[src/logic/decodePkg.sv]
// Decode stage shared definitions
// Holds the instruction field positions, the opcode values, the functional
// unit and access size encodings and the result buffer states
package decodePkg;

	// ================================================
	// Instruction format
	// ================================================

	// Field widths
	localparam int opcodeBits = 7;
	localparam int regBits = 6;
	localparam int immBits = 13;
	// Sign copies needed to widen the immediate to a full word
	localparam int immExtBits = 32 - immBits;

	// Lowest bit of each field in the instruction word
	localparam int opcodeLsb = 0;
	localparam int rdLsb = 7;
	localparam int rs1Lsb = 13;
	localparam int rs2Lsb = 19;
	// The immediate shares its low bits with source two, bit 31 is the sign
	localparam int immLsb = 19;

	typedef logic [31:0] instrWord;
	typedef logic [opcodeBits-1:0] opcodeField;
	typedef logic [regBits-1:0] regNum;
	typedef logic [31:0] immWord;

	// ================================================
	// Opcodes
	// ================================================

	// Register forms
	localparam opcodeField OP_ADD = 7'h02;
	localparam opcodeField OP_SUB = 7'h03;
	localparam opcodeField OP_AND = 7'h04;
	localparam opcodeField OP_OR = 7'h05;
	localparam opcodeField OP_MUL = 7'h06;
	localparam opcodeField OP_DIV = 7'h07;
	// Immediate arithmetic
	localparam opcodeField OP_ADDI = 7'h10;
	localparam opcodeField OP_CMPI = 7'h11;
	localparam opcodeField OP_MULI = 7'h12;
	localparam opcodeField OP_DIVI = 7'h13;
	localparam opcodeField OP_ANDI = 7'h14;
	localparam opcodeField OP_ORI = 7'h15;
	localparam opcodeField OP_EORI = 7'h16;
	localparam opcodeField OP_SLTI = 7'h17;
	// Flow control
	localparam opcodeField OP_JSR = 7'h20;
	localparam opcodeField OP_RTD = 7'h21;
	localparam opcodeField OP_BEQ = 7'h22;
	// Loads, the letter gives the access size
	localparam opcodeField OP_LDB = 7'h40;
	localparam opcodeField OP_LDW = 7'h41;
	localparam opcodeField OP_LDT = 7'h42;
	localparam opcodeField OP_LDO = 7'h43;
	// Stores
	localparam opcodeField OP_STB = 7'h50;
	localparam opcodeField OP_STW = 7'h51;
	localparam opcodeField OP_STT = 7'h52;
	localparam opcodeField OP_STO = 7'h53;
	localparam opcodeField OP_NOP = 7'h7F;

	// Functional unit that executes the instruction
	typedef enum logic [2:0] {UNIT_ALU, UNIT_MULDIV, UNIT_LOAD, UNIT_STORE, UNIT_BRANCH} execUnit;

	// Memory access size for loads and stores
	typedef enum logic [1:0] {SIZE_BYTE, SIZE_WYDE, SIZE_TETRA, SIZE_OCTA} memSize;

	// Occupancy of the two-entry result buffer
	typedef enum logic [1:0] {BUF_EMPTY, BUF_ONE, BUF_TWO} bufState;

endpackage

[src/logic/immDecode.sv]
// Immediate decoder
// Flags the opcodes that carry an immediate and sign-extends the 13-bit
// immediate field to a full word
`timescale 1ns/100ps

module immDecode
(
	input decodePkg::instrWord instr,
	output logic hasImm,
	output decodePkg::immWord imm
);

	decodePkg::opcodeField opcode;
	logic [decodePkg::immBits-1:0] immField;

	assign opcode = instr[decodePkg::opcodeLsb +: decodePkg::opcodeBits];
	// The field runs from immLsb up to the sign bit at the top of the word
	assign immField = instr[decodePkg::immLsb +: decodePkg::immBits];

	always_comb
	begin
		case (opcode)
			// Immediate arithmetic and compare
			decodePkg::OP_ADDI, decodePkg::OP_CMPI, decodePkg::OP_MULI, decodePkg::OP_DIVI,
			decodePkg::OP_ANDI, decodePkg::OP_ORI, decodePkg::OP_EORI, decodePkg::OP_SLTI:
				hasImm = 1'b1;
			// Branch targets and displacements
			decodePkg::OP_JSR, decodePkg::OP_RTD, decodePkg::OP_BEQ:
				hasImm = 1'b1;
			// Address offsets for loads and stores
			decodePkg::OP_LDB, decodePkg::OP_LDW, decodePkg::OP_LDT, decodePkg::OP_LDO,
			decodePkg::OP_STB, decodePkg::OP_STW, decodePkg::OP_STT, decodePkg::OP_STO:
				hasImm = 1'b1;
			// Register forms, the no-op and anything not recognised
			default:
				hasImm = 1'b0;
		endcase
	end

	// Issue only looks at imm when hasImm is set, but a clean zero keeps
	// the buffered payload easy to compare
	always_comb
	begin
		if (hasImm)
		begin
			imm = {{decodePkg::immExtBits{immField[decodePkg::immBits-1]}}, immField};
		end
		else
		begin
			imm = '0;
		end
	end

endmodule

[src/logic/regFieldDecode.sv]
// Register field decoder
// Pulls the destination and source register numbers out of the word and
// decides whether the destination is written back
`timescale 1ns/100ps

module regFieldDecode
(
	input decodePkg::instrWord instr,
	output decodePkg::regNum rd,
	output decodePkg::regNum rs1,
	output decodePkg::regNum rs2,
	output logic regWrite
);

	decodePkg::opcodeField opcode;
	decodePkg::regNum rs2Field;
	// Set when the source two bits belong to an immediate
	logic zeroRs2;
	// Set when the opcode produces a result for the destination
	logic writesRd;

	assign opcode = instr[decodePkg::opcodeLsb +: decodePkg::opcodeBits];
	assign rd = instr[decodePkg::rdLsb +: decodePkg::regBits];
	assign rs1 = instr[decodePkg::rs1Lsb +: decodePkg::regBits];
	assign rs2Field = instr[decodePkg::rs2Lsb +: decodePkg::regBits];

	always_comb
	begin
		case (opcode)
			// Register forms read both sources and write the destination
			decodePkg::OP_ADD, decodePkg::OP_SUB, decodePkg::OP_AND, decodePkg::OP_OR,
			decodePkg::OP_MUL, decodePkg::OP_DIV:
			begin
				writesRd = 1'b1;
				zeroRs2 = 1'b0;
			end
			// Immediate forms, subroutine calls, returns and loads write a result
			decodePkg::OP_ADDI, decodePkg::OP_CMPI, decodePkg::OP_MULI, decodePkg::OP_DIVI,
			decodePkg::OP_ANDI, decodePkg::OP_ORI, decodePkg::OP_EORI, decodePkg::OP_SLTI,
			decodePkg::OP_JSR, decodePkg::OP_RTD,
			decodePkg::OP_LDB, decodePkg::OP_LDW, decodePkg::OP_LDT, decodePkg::OP_LDO:
			begin
				writesRd = 1'b1;
				zeroRs2 = 1'b1;
			end
			// Conditional branch and stores carry an immediate but write nothing
			decodePkg::OP_BEQ,
			decodePkg::OP_STB, decodePkg::OP_STW, decodePkg::OP_STT, decodePkg::OP_STO:
			begin
				writesRd = 1'b0;
				zeroRs2 = 1'b1;
			end
			// No-op and unknown opcodes leave the register file alone
			default:
			begin
				writesRd = 1'b0;
				zeroRs2 = 1'b0;
			end
		endcase
	end

	assign rs2 = zeroRs2 ? '0 : rs2Field;
	// Register 0 is hardwired, so a write to it is dropped here
	assign regWrite = writesRd && (rd != '0);

endmodule

[src/logic/unitSelect.sv]
// Functional unit selector
// Routes each opcode to the unit that executes it and gives the memory
// access size for loads and stores
`timescale 1ns/100ps

module unitSelect
(
	input decodePkg::instrWord instr,
	output decodePkg::execUnit unit,
	output decodePkg::memSize size
);

	decodePkg::opcodeField opcode;

	assign opcode = instr[decodePkg::opcodeLsb +: decodePkg::opcodeBits];

	always_comb
	begin
		// Anything not listed is plain ALU work at full width
		unit = decodePkg::UNIT_ALU;
		size = decodePkg::SIZE_OCTA;
		case (opcode)
			// Multiplier and divider share one unit
			decodePkg::OP_MUL, decodePkg::OP_DIV, decodePkg::OP_MULI, decodePkg::OP_DIVI:
				unit = decodePkg::UNIT_MULDIV;
			decodePkg::OP_JSR, decodePkg::OP_RTD, decodePkg::OP_BEQ:
				unit = decodePkg::UNIT_BRANCH;
			// Loads, by size letter
			decodePkg::OP_LDB:
			begin
				unit = decodePkg::UNIT_LOAD;
				size = decodePkg::SIZE_BYTE;
			end
			decodePkg::OP_LDW:
			begin
				unit = decodePkg::UNIT_LOAD;
				size = decodePkg::SIZE_WYDE;
			end
			decodePkg::OP_LDT:
			begin
				unit = decodePkg::UNIT_LOAD;
				size = decodePkg::SIZE_TETRA;
			end
			decodePkg::OP_LDO:
				unit = decodePkg::UNIT_LOAD;
			// Stores, by size letter
			decodePkg::OP_STB:
			begin
				unit = decodePkg::UNIT_STORE;
				size = decodePkg::SIZE_BYTE;
			end
			decodePkg::OP_STW:
			begin
				unit = decodePkg::UNIT_STORE;
				size = decodePkg::SIZE_WYDE;
			end
			decodePkg::OP_STT:
			begin
				unit = decodePkg::UNIT_STORE;
				size = decodePkg::SIZE_TETRA;
			end
			decodePkg::OP_STO:
				unit = decodePkg::UNIT_STORE;
			default:
				unit = decodePkg::UNIT_ALU;
		endcase
	end

endmodule

[src/logic/decodeControl.sv]
// Decode result buffer
// Two-entry buffer between fetch and issue. The head entry drives the
// outputs and the spare entry absorbs one result of back-pressure, so
// inReady can come straight from a flop
`timescale 1ns/100ps

module decodeControl
(
	input logic clk,
	input logic arstN,
	input logic inValid,
	output logic inReady,
	input logic outReady,
	output logic outValid,
	input logic hasImm,
	input decodePkg::immWord imm,
	input decodePkg::regNum rd,
	input decodePkg::regNum rs1,
	input decodePkg::regNum rs2,
	input logic regWrite,
	input decodePkg::execUnit unit,
	input decodePkg::memSize size,
	output logic outHasImm,
	output decodePkg::immWord outImm,
	output decodePkg::regNum outRd,
	output decodePkg::regNum outRs1,
	output decodePkg::regNum outRs2,
	output logic outRegWrite,
	output decodePkg::execUnit outUnit,
	output decodePkg::memSize outSize
);

	decodePkg::bufState state;
	decodePkg::bufState stateNext;
	logic accept;
	logic deliver;
	// Head is loaded from the decoders or from the spare, never both
	logic loadHeadIn;
	logic loadHeadSpare;
	logic loadSpare;

	// Spare entry payload
	logic spareHasImm;
	decodePkg::immWord spareImm;
	decodePkg::regNum spareRd;
	decodePkg::regNum spareRs1;
	decodePkg::regNum spareRs2;
	logic spareRegWrite;
	decodePkg::execUnit spareUnit;
	decodePkg::memSize spareSize;

	assign accept = inValid && inReady;
	assign deliver = outValid && outReady;

	// ================================================
	// Buffer state machine
	// ================================================

	always_comb
	begin
		stateNext = state;
		loadHeadIn = 1'b0;
		loadHeadSpare = 1'b0;
		loadSpare = 1'b0;
		case (state)
			decodePkg::BUF_EMPTY:
				if (accept)
				begin
					stateNext = decodePkg::BUF_ONE;
					loadHeadIn = 1'b1;
				end
			decodePkg::BUF_ONE:
				// Head leaves while a new word arrives, so the new one takes its place
				if (accept && deliver)
				begin
					loadHeadIn = 1'b1;
				end
				else if (accept)
				begin
					stateNext = decodePkg::BUF_TWO;
					loadSpare = 1'b1;
				end
				else if (deliver)
				begin
					stateNext = decodePkg::BUF_EMPTY;
				end
			decodePkg::BUF_TWO:
				// The older spare result moves up to keep acceptance order
				if (deliver)
				begin
					stateNext = decodePkg::BUF_ONE;
					loadHeadSpare = 1'b1;
				end
			default:
				stateNext = decodePkg::BUF_EMPTY;
		endcase
	end

	// Both handshake outputs are registered from the next state
	always_ff @(posedge clk or negedge arstN)
	begin
		if (!arstN)
		begin
			state <= decodePkg::BUF_EMPTY;
			inReady <= 1'b1;
			outValid <= 1'b0;
		end
		else
		begin
			state <= stateNext;
			inReady <= (stateNext != decodePkg::BUF_TWO);
			outValid <= (stateNext != decodePkg::BUF_EMPTY);
		end
	end

	// ================================================
	// Payload registers
	// ================================================

	always_ff @(posedge clk)
	begin
		if (loadHeadIn)
		begin
			outHasImm <= hasImm;
			outImm <= imm;
			outRd <= rd;
			outRs1 <= rs1;
			outRs2 <= rs2;
			outRegWrite <= regWrite;
			outUnit <= unit;
			outSize <= size;
		end
		else if (loadHeadSpare)
		begin
			outHasImm <= spareHasImm;
			outImm <= spareImm;
			outRd <= spareRd;
			outRs1 <= spareRs1;
			outRs2 <= spareRs2;
			outRegWrite <= spareRegWrite;
			outUnit <= spareUnit;
			outSize <= spareSize;
		end
	end

	always_ff @(posedge clk)
	begin
		if (loadSpare)
		begin
			spareHasImm <= hasImm;
			spareImm <= imm;
			spareRd <= rd;
			spareRs1 <= rs1;
			spareRs2 <= rs2;
			spareRegWrite <= regWrite;
			spareUnit <= unit;
			spareSize <= size;
		end
	end

	// Fetch is held off only after a second word arrives while the head waits for issue
	assert property (@(posedge clk) disable iff (!arstN)
		$fell(inReady) |-> $past(outValid && accept && !deliver));

	// A stalled result must not change under issue
	assert property (@(posedge clk) disable iff (!arstN)
		(outValid && !outReady) |=> (outValid && $stable(outHasImm) && $stable(outImm)
		&& $stable(outRd) && $stable(outRs1) && $stable(outRs2) && $stable(outRegWrite)
		&& $stable(outUnit) && $stable(outSize)));

endmodule

[src/logic/decodeStage.sv]
// Instruction decode stage
// Decodes each word offered by fetch into immediate, register and unit
// fields and buffers the result for issue
`timescale 1ns/100ps

module decodeStage
(
	input logic clk,
	input logic arstN,
	input logic inValid,
	input decodePkg::instrWord inInstr,
	output logic inReady,
	output logic outValid,
	input logic outReady,
	output logic outHasImm,
	output decodePkg::immWord outImm,
	output decodePkg::regNum outRd,
	output decodePkg::regNum outRs1,
	output decodePkg::regNum outRs2,
	output logic outRegWrite,
	output decodePkg::execUnit outUnit,
	output decodePkg::memSize outSize
);

	// Combinational decode of the word on the fetch side
	logic hasImm;
	decodePkg::immWord imm;
	decodePkg::regNum rd;
	decodePkg::regNum rs1;
	decodePkg::regNum rs2;
	logic regWrite;
	decodePkg::execUnit unit;
	decodePkg::memSize size;

	immDecode uImmDecode
	(
		.instr(inInstr),
		.hasImm(hasImm),
		.imm(imm)
	);

	regFieldDecode uRegFieldDecode
	(
		.instr(inInstr),
		.rd(rd),
		.rs1(rs1),
		.rs2(rs2),
		.regWrite(regWrite)
	);

	unitSelect uUnitSelect
	(
		.instr(inInstr),
		.unit(unit),
		.size(size)
	);

	// Captures the decoded fields on acceptance and hands them to issue
	decodeControl uDecodeControl
	(
		.clk(clk),
		.arstN(arstN),
		.inValid(inValid),
		.inReady(inReady),
		.outReady(outReady),
		.outValid(outValid),
		.hasImm(hasImm),
		.imm(imm),
		.rd(rd),
		.rs1(rs1),
		.rs2(rs2),
		.regWrite(regWrite),
		.unit(unit),
		.size(size),
		.outHasImm(outHasImm),
		.outImm(outImm),
		.outRd(outRd),
		.outRs1(outRs1),
		.outRs2(outRs2),
		.outRegWrite(outRegWrite),
		.outUnit(outUnit),
		.outSize(outSize)
	);

endmodule

[config.mk]
export PLATFORM = sky130hd
export DESIGN_NAME = decodeStage
export DESIGN_NICKNAME = d
export VERILOG_FILES = /design/src/logic/decodePkg.sv /design/src/logic/immDecode.sv /design/src/logic/regFieldDecode.sv /design/src/logic/unitSelect.sv /design/src/logic/decodeControl.sv /design/src/logic/decodeStage.sv
export SDC_FILE = /design/constraint.sdc
export NUM_CORES = 1
export LEC_CHECK = 0
export CAP_MARGIN = 20
export CORE_MARGIN = 3
export CORE_UTILIZATION = 40
export CTS_BUF_LIST = sky130_fd_sc_hd__clkbuf_8
export DETAILED_ROUTE_END_ITERATION = 6
export DONT_BUFFER_PORTS = 1
export HOLD_SLACK_MARGIN = 0.08
export SLEW_MARGIN = 20
export SYNTH_ARGS = -nofsm -noshare
export SYNTH_HDL_FRONTEND = slang
export SYNTH_SLANG_ARGS = --single-unit
[constraint.sdc]
create_clock -name clk -period 10.3 [get_ports clk]
set_input_delay 0.515 -clock clk [delete_from_list [all_inputs] [get_ports clk]]
set_output_delay 0.515 -clock clk [all_outputs]
set_load 0.02 [all_outputs]
# Word level (Yosys, flattened, before mapping)

Cells that the tools add are included.

Flip-flop bits (word level): 118
Input port bits: 36
Output and inout bits: 59
Word-level logic and storage cells: 99

Equality and inequality tests: 28
Muxes and demuxes: 35
Reduce and logical (&&, ||, !) cells: 17

Operators with widths:

| kind                                                             | number |
|---|---|
| 32-bit 2-to-1 mux                                                | 3 |
| 7-bit by 5-bit == test with 1-bit output (second input constant) | 8 |
| 7-bit == test (second input constant)                            | 8 |
| 6-bit 2-to-1 mux                                                 | 7 |
| 7-bit by 3-bit == test with 1-bit output (second input constant) | 4 |
| 7-bit by 6-bit == test with 1-bit output (second input constant) | 3 |
| 20-bit OR reduction                                              | 1 |
| 19-bit OR reduction                                              | 1 |
| 7-bit by 2-bit == test with 1-bit output (second input constant) | 2 |
| 2-bit 2-to-1 mux                                                 | 7 |
| 1-bit 2-to-1 mux                                                 | 12 |
| 2-bit one-hot mux with 3 select lines                            | 2 |
| 3-bit one-hot mux with 4 select lines                            | 1 |
| 4-bit OR reduction                                               | 3 |
| 3-bit 2-to-1 mux                                                 | 2 |
| 6-bit nonzero test                                               | 1 |
| 2-bit OR reduction                                               | 3 |
| 1-bit logical AND                                                | 4 |
| 2-bit nonzero test                                               | 2 |
| 3-bit OR reduction                                               | 1 |
| 2-bit by 1-bit == test with 1-bit output (second input constant) | 1 |
| 2-bit == test (second input constant)                            | 1 |
| 2-bit zero test                                                  | 1 |
| 2-bit inequality test (second input constant)                    | 1 |
| 1-bit one-hot mux with 2 select lines                            | 1 |

# Logic depth before layout (Yosys ltp)

Word-level depth: 6
Depth in mapped cells: 7
Depth with buffers taken out: 5

# Modules after synthesis

Synthesis repeated with hierarchy kept, for this count alone.

Cells, all modules: 286
Area total of the unflattened synthesis: 5,079.9 sq um

By module, submodules not included:

| module         | cells each | area each (sq um) | instances | sequential area each (sq um) |
|---|---|---|---|---|
| decodeControl  | 197        | 4,413.0           | 1         | 3,524.6 |
| immDecode      | 37         | 291.5             | 1         | 0.0 |
| regFieldDecode | 42         | 287.8             | 1         | 0.0 |
| unitSelect     | 10         | 87.6              | 1         | 0.0 |

# Least setup slack after synthesis

OpenSTA, ideal clock, no wires.

Path type: register to register
Start: register uDecodeControl.outValid
End: register uDecodeControl.spareHasImm, enable pin
Required time: 9,819 ps
Cell stages (with the launch flop): 3
Path buffers: 0
Period minus slack after synthesis: 3,845 ps
Arrival time: 3,364 ps
Path slack: 6,455 ps
Cells stage by stage: dfrtp_1 a21bo_2 nor3_1

Cells in the longest elaborated chain, start to end: 4

Ends and longest elaborated chain:

| what                         | RTL line             | text |
|---|---|---|
| start: declaration           | decodeControl.sv:14  | `output logic outValid,` |
| start signal: assignment     | decodeControl.sv:112 | `outValid <= (stateNext != decodePkg::BUF_EMPTY);` |
| 1-bit logical AND            | decodeControl.sv:53  | `assign deliver = outValid && outReady;` |
| 1-bit logical AND            | decodeControl.sv:74  | `if (accept && deliver)` |
| 1-bit 2-to-1 mux             | decodeControl.sv:74  |  |
| 1-bit 2-to-1 mux             | decodeControl.sv:65  | `case (state)` |
| net uDecodeControl.loadSpare | decodeControl.sv:40  | `logic loadSpare;` |
| end signal: assignment       | decodeControl.sv:150 | `spareHasImm <= hasImm;` |
| end: declaration             | decodeControl.sv:43  | `logic spareHasImm;` |

The timed path passes the listed nets, and every way through them passes these cells.
A chain may end at the register's enable or synchronous reset.

# Final worst setup path

Start: register uDecodeControl.inReady
End: register uDecodeControl.outRd[4], enable pin

Cells in the longest elaborated chain, start to end: 5
Elaborated cells on any way between the ends: 6
Those cells by class: 3 x mux; 3 x reduce/logical

Ends and longest elaborated chain:

| what                                    | RTL line             | text |
|---|---|---|
| start: declaration                      | decodeControl.sv:12  | `output logic inReady,` |
| start signal: assignment                | decodeControl.sv:111 | `inReady <= (stateNext != decodePkg::BUF_TWO);` |
| 1-bit logical AND *                     | decodeControl.sv:52  | `assign accept = inValid && inReady;` |
| 1-bit logical AND                       | decodeControl.sv:74  |  |
| 1-bit 2-to-1 mux                        | decodeControl.sv:74  |  |
| 1-bit one-hot mux with 2 select lines * | decodeControl.sv:65  |  |
| 2-bit nonzero test (no line) *          | n/a                  |  |
| end signal: assignment                  | decodeControl.sv:126 | `outRd <= rd;` |
| end signal: assignment                  | decodeControl.sv:137 | `outRd <= spareRd;` |
| end: declaration                        | decodeControl.sv:25  | `output decodePkg::regNum outRd,` |

Every way passes the cells marked *; elsewhere a longest branch is shown, timed or not.

==> impl_metrics.sql <==
INSERT INTO impl_metrics (metric_group, metric, value, unit) VALUES
('critical_path', 'path_max_fanout', '61', ''),
('run_status', 'run_status', 'finished, final reports clean', ''),
('global_routing', 'grt_first_pass_wirelength', '9350', 'um'),
('critical_path', 'rr_worst_depth', '5', ''),
('final_layout', 'finish.net_count', '266', ''),
('route', 'detailedRoute.firstIterationViolations', '99', ''),
('logic_synthesis', 'postSynthRegisterBits', '80', ''),
('sta', 'timing.final.max_slew_violations', '0', ''),
('route', 'detail_route.vias_per_cell', '5.12', ''),
('global_routing', 'number_of_global_route_vias_before_repair', '1839', ''),
('critical_path', 'critPathRequiredTime', '10.28', 'ns'),
('logic_synthesis', 'synth_area_leaders', 'sky130_fd_sc_hd__edfxtp_1 68%, sky130_fd_sc_hd__mux2_2 5.7%, sky130_fd_sc_hd__buf_4 4.7%, sky130_fd_sc_hd__o31ai_1 4.2%, sky130_fd_sc_hd__nand2_1 3.1%', ''),
('clocking', 'clk_pin_slew', '0.08', 'ns'),
('logic_synthesis', 'fraction_of_post_synthesis_cell_area_in_the_top_cell_type_by_area', '67.5', '%'),
('logic_synthesis', 'synth_sequential_area_ratio', '70.5', '%'),
('place', 'placedCellCount', '320', ''),
('final_layout', 'area_growth', '6.00', '%'),
('min_path', 'hold_depth', '0', ''),
('route', 'drtPass1Iterations', '4', ''),
('critical_path', 'reg2reg_slack', '8.14', 'ns'),
('logic_synthesis', 'synth_nets', '277', ''),
('clocking', 'clockRootBuffer', 'sky130_fd_sc_hd__clkbuf_8', ''),
('run', 'max-cap-violations', '0', ''),
('clocking', 'cts.sink_count', '80', ''),
('sta', 'slew_headroom', '54.4', '%'),
('final_layout', 'fin_util', '45.0', '%'),
('die', 'total_die_area', '9590', 'um2'),
('place', 'gp_congestion', '0.731', ''),
('critical_path', 'timing.critical_path.to_type', 'register', ''),
('logic_synthesis', 'postSynthCellCount', '241', ''),
('sta', 'setup_viol', '0', ''),
('pwr', 'power_density', '288', 'nW/um2'),
('min_path', 'hold_path_startpoint', 'inInstr[12]', ''),
('sta', 'setup_total_negative_slack', '0', 'ns'),
('sta', 'fmaxAchievable', '0.464', 'GHz'),
('critical_path', 'crit_arrival', '2.13', 'ns'),
('global_routing', 'globalRoute.totalOverflow', '0', ''),
('critical_path', 'path_cells', 'and3b_1 > nand2_2 > buf_4 > o21ai_4 > buf_4', ''),
('logic_synthesis', 'synth_warnings', '0', ''),
('clocking', 'cts_setup_buffers', '0', ''),
('sta', 'finClkSkew', '0.0109', 'ns'),
('final_layout', 'final.fill_count', '738', ''),
('route', 'wl_per_cell', '17.1', 'um'),
('critical_path', 'kind_of_launch_point_of_the_worst_setup_path', 'register', ''),
('clocking', 'cts_buffer_depth', '2', ''),
('sta', 'finalCriticalPeriod', '2.16', 'ns'),
('sta', 'fin_ws', '8.14', 'ns'),
('clocking', 'clock_tree_from_tritoncts', 'built', ''),
('global_routing', 'maximum_number_of_pins_on_one_net_before_global_route_repair', '62', ''),
('die', 'rows', '32', ''),
('final_layout', 'final-instance-count-excl-fill', '337', ''),
('die', 'floorplan.die.height', '97.9', 'um'),
('route', 'routed-via-count', '1726', ''),
('die', 'initial_utilization', '42.4', '%'),
('critical_path', 'critical-path-slowest-cell', 'sky130_fd_sc_hd__dfstp_2', ''),
('sta', 'worst_pin_slew', '0.689', 'ns'),
('critical_path', 'cp_slowest_stage_delay', '0.60', 'ns'),
('pwr', 'irDropWorstVdd', '156', 'uV'),
('logic_synthesis', 'yosys.area.top_type', 'sky130_fd_sc_hd__edfxtp_1', ''),
('global_routing', 'grt_usage', '12.5', '%'),
('place', 'detailedPlacementHpwl', '3700', 'um'),
('die', 'core_area', '7970', 'um2'),
('critical_path', 'buffer_and_inverter_count_on_the_worst_path', '2', ''),
('critical_path', 'timing.rr.end', 'uDecodeControl.outRd[4]', ''),
('place', 'io_buffers', '0', ''),
('route', 'drcViolationCount', '0', ''),
('critical_path', 'cpLargestDelayFamily', 'buffers and inverters', ''),
('min_path', 'timing.hold.worst_endpoint', 'uDecodeControl.spareRd[5]', ''),
('pwr', 'cellLeakagePower', '1.27', 'nW'),
('logic_synthesis', 'post_synth.cell_area_avg', '14.0', 'um2'),
('min_path', 'min_delay_worst_type', 'primary input to register', '');
==> power by group <==
group | total [mW] | internal (mW) | switching [mW]
sequential | 0.600 | 0.488 | 0.113
combinational | 0.212 | 0.0623 | 0.150
clock | 0.218 | 0.110 | 0.109
==> through the flow <==
step           cell area (um2)  hold slack, ns
6_report                  3580           0.263
5_1_grt                   3580           0.235
4_1_cts                   3580           0.235
3_5_place_dp              3380           0.220
3_3_place_gp              3380           0.220
2_1_floorplan             3380           0.219
==> cell type report <==
cell class | instances | area (um2) | share of cell area [%]
clock buffer | 9 | 124 | 3.46
inverter | 17 | 63.8 | 1.78
multi-input combinational | 115 | 752 | 21.0
timing repair buffer | 7 | 67.6 | 1.89
tap | 102 | 128 | 3.56
clock inverter | 7 | 63.8 | 1.78
sequential | 80 | 2380 | 66.5
==> cell usage in the layout, fill, tap and decap left out, drive strengths merged, types with 2 or more instances in the layout <==
cell type and n:
o21ai 6, clkbuf 9, nor2b 2, dfrtp 3, edfxtp 76, buf 6
a211oi 2, mux2 17, nand2 28, o31ai 19, nor3 3, inv 18
nor2 20, clkinv 4, nand2b 3
==> worst max-delay path by stage <==
stage | to | depth (start not counted) | slack [ns] | startpoint
2_1_floorplan | uDecodeControl.spareHasImm | 2 | 6.46 | uDecodeControl.outValid
3_3_place_gp | uDecodeControl.outRs1[4] | 5 | 8.15 | uDecodeControl.inReady
3_5_place_dp | uDecodeControl.outRs1[1] | 5 | 8.13 | uDecodeControl.inReady
4_1_cts | uDecodeControl.outRd[4] | 5 | 8.12 | uDecodeControl.inReady
5_1_grt | uDecodeControl.outRs1[1] | 5 | 7.98 | uDecodeControl.inReady
6_report | uDecodeControl.outRd[4] | 5 | 8.14 | uDecodeControl.inReady
==> cell usage after synthesis (all sizes together) <==
cell     number
nor3          3
nor2         20
nor4          1
nand3         1
a211oi        2
a21oi         1
mux2         17
or4           1
a21boi        1
nand2        28
a21bo         1
buf          25
clkbuf        4
nor2b         2
nand2b        3
o31ai        19
inv          17
o31a          1
and3b         1
dfstp         1
a31oi         1
edfxtp       76
a2bb2oi       1
a21o          1
or4b          1
o21ai         6
o41ai         1
dfrtp         3
nor3b         1
o22ai         1
==> flip-flops by register name (all words and copies together) (netlist names) <==
name,cells
uDecodeControl.outHasImm,1
uDecodeControl.spareUnit,3
uDecodeControl.inReady,1
uDecodeControl.spareRs2,6
uDecodeControl.outImm,13
uDecodeControl.outRd,6
uDecodeControl.outRs1,6
uDecodeControl.outValid,1
uDecodeControl.spareSize,2
uDecodeControl.spareHasImm,1
uDecodeControl.outRegWrite,1
uDecodeControl.outRs2,6
uDecodeControl.state,2
uDecodeControl.outUnit,3
uDecodeControl.spareImm,13
uDecodeControl.spareRegWrite,1
uDecodeControl.outSize,2
uDecodeControl.spareRs1,6
uDecodeControl.spareRd,6
==> timing repair <==
item	in CTS	in global routing
hold endpoints to repair	4	0
hold buffers	1	0
gates resized for setup	0	0
==> kinds of logic (layout without fill, tap and decap cells) <==
logic type / after synthesis / in the layout / share of synthesized area, %
simple gates: 62 / 62 / 8.22
flops: 80 / 80 / 70.5
compound gates: 36 / 36 / 7.81
mux: 17 / 17 / 5.66
buf+inv: 46 / 40 / 7.77
==> metal layers <==
layer | up-vias | routed length [um] | track usage [%]
met5 | - | 0 | 0
met4 | 0 | 51 | 5.75
met3 | 5 | 421 | 4.93
met2 | 53 | 2890 | 19.7
met1 | 837 | 2400 | 15.3
li1 | 831 | - | -
Note: power is estimated with default switching activity, not from simulation.
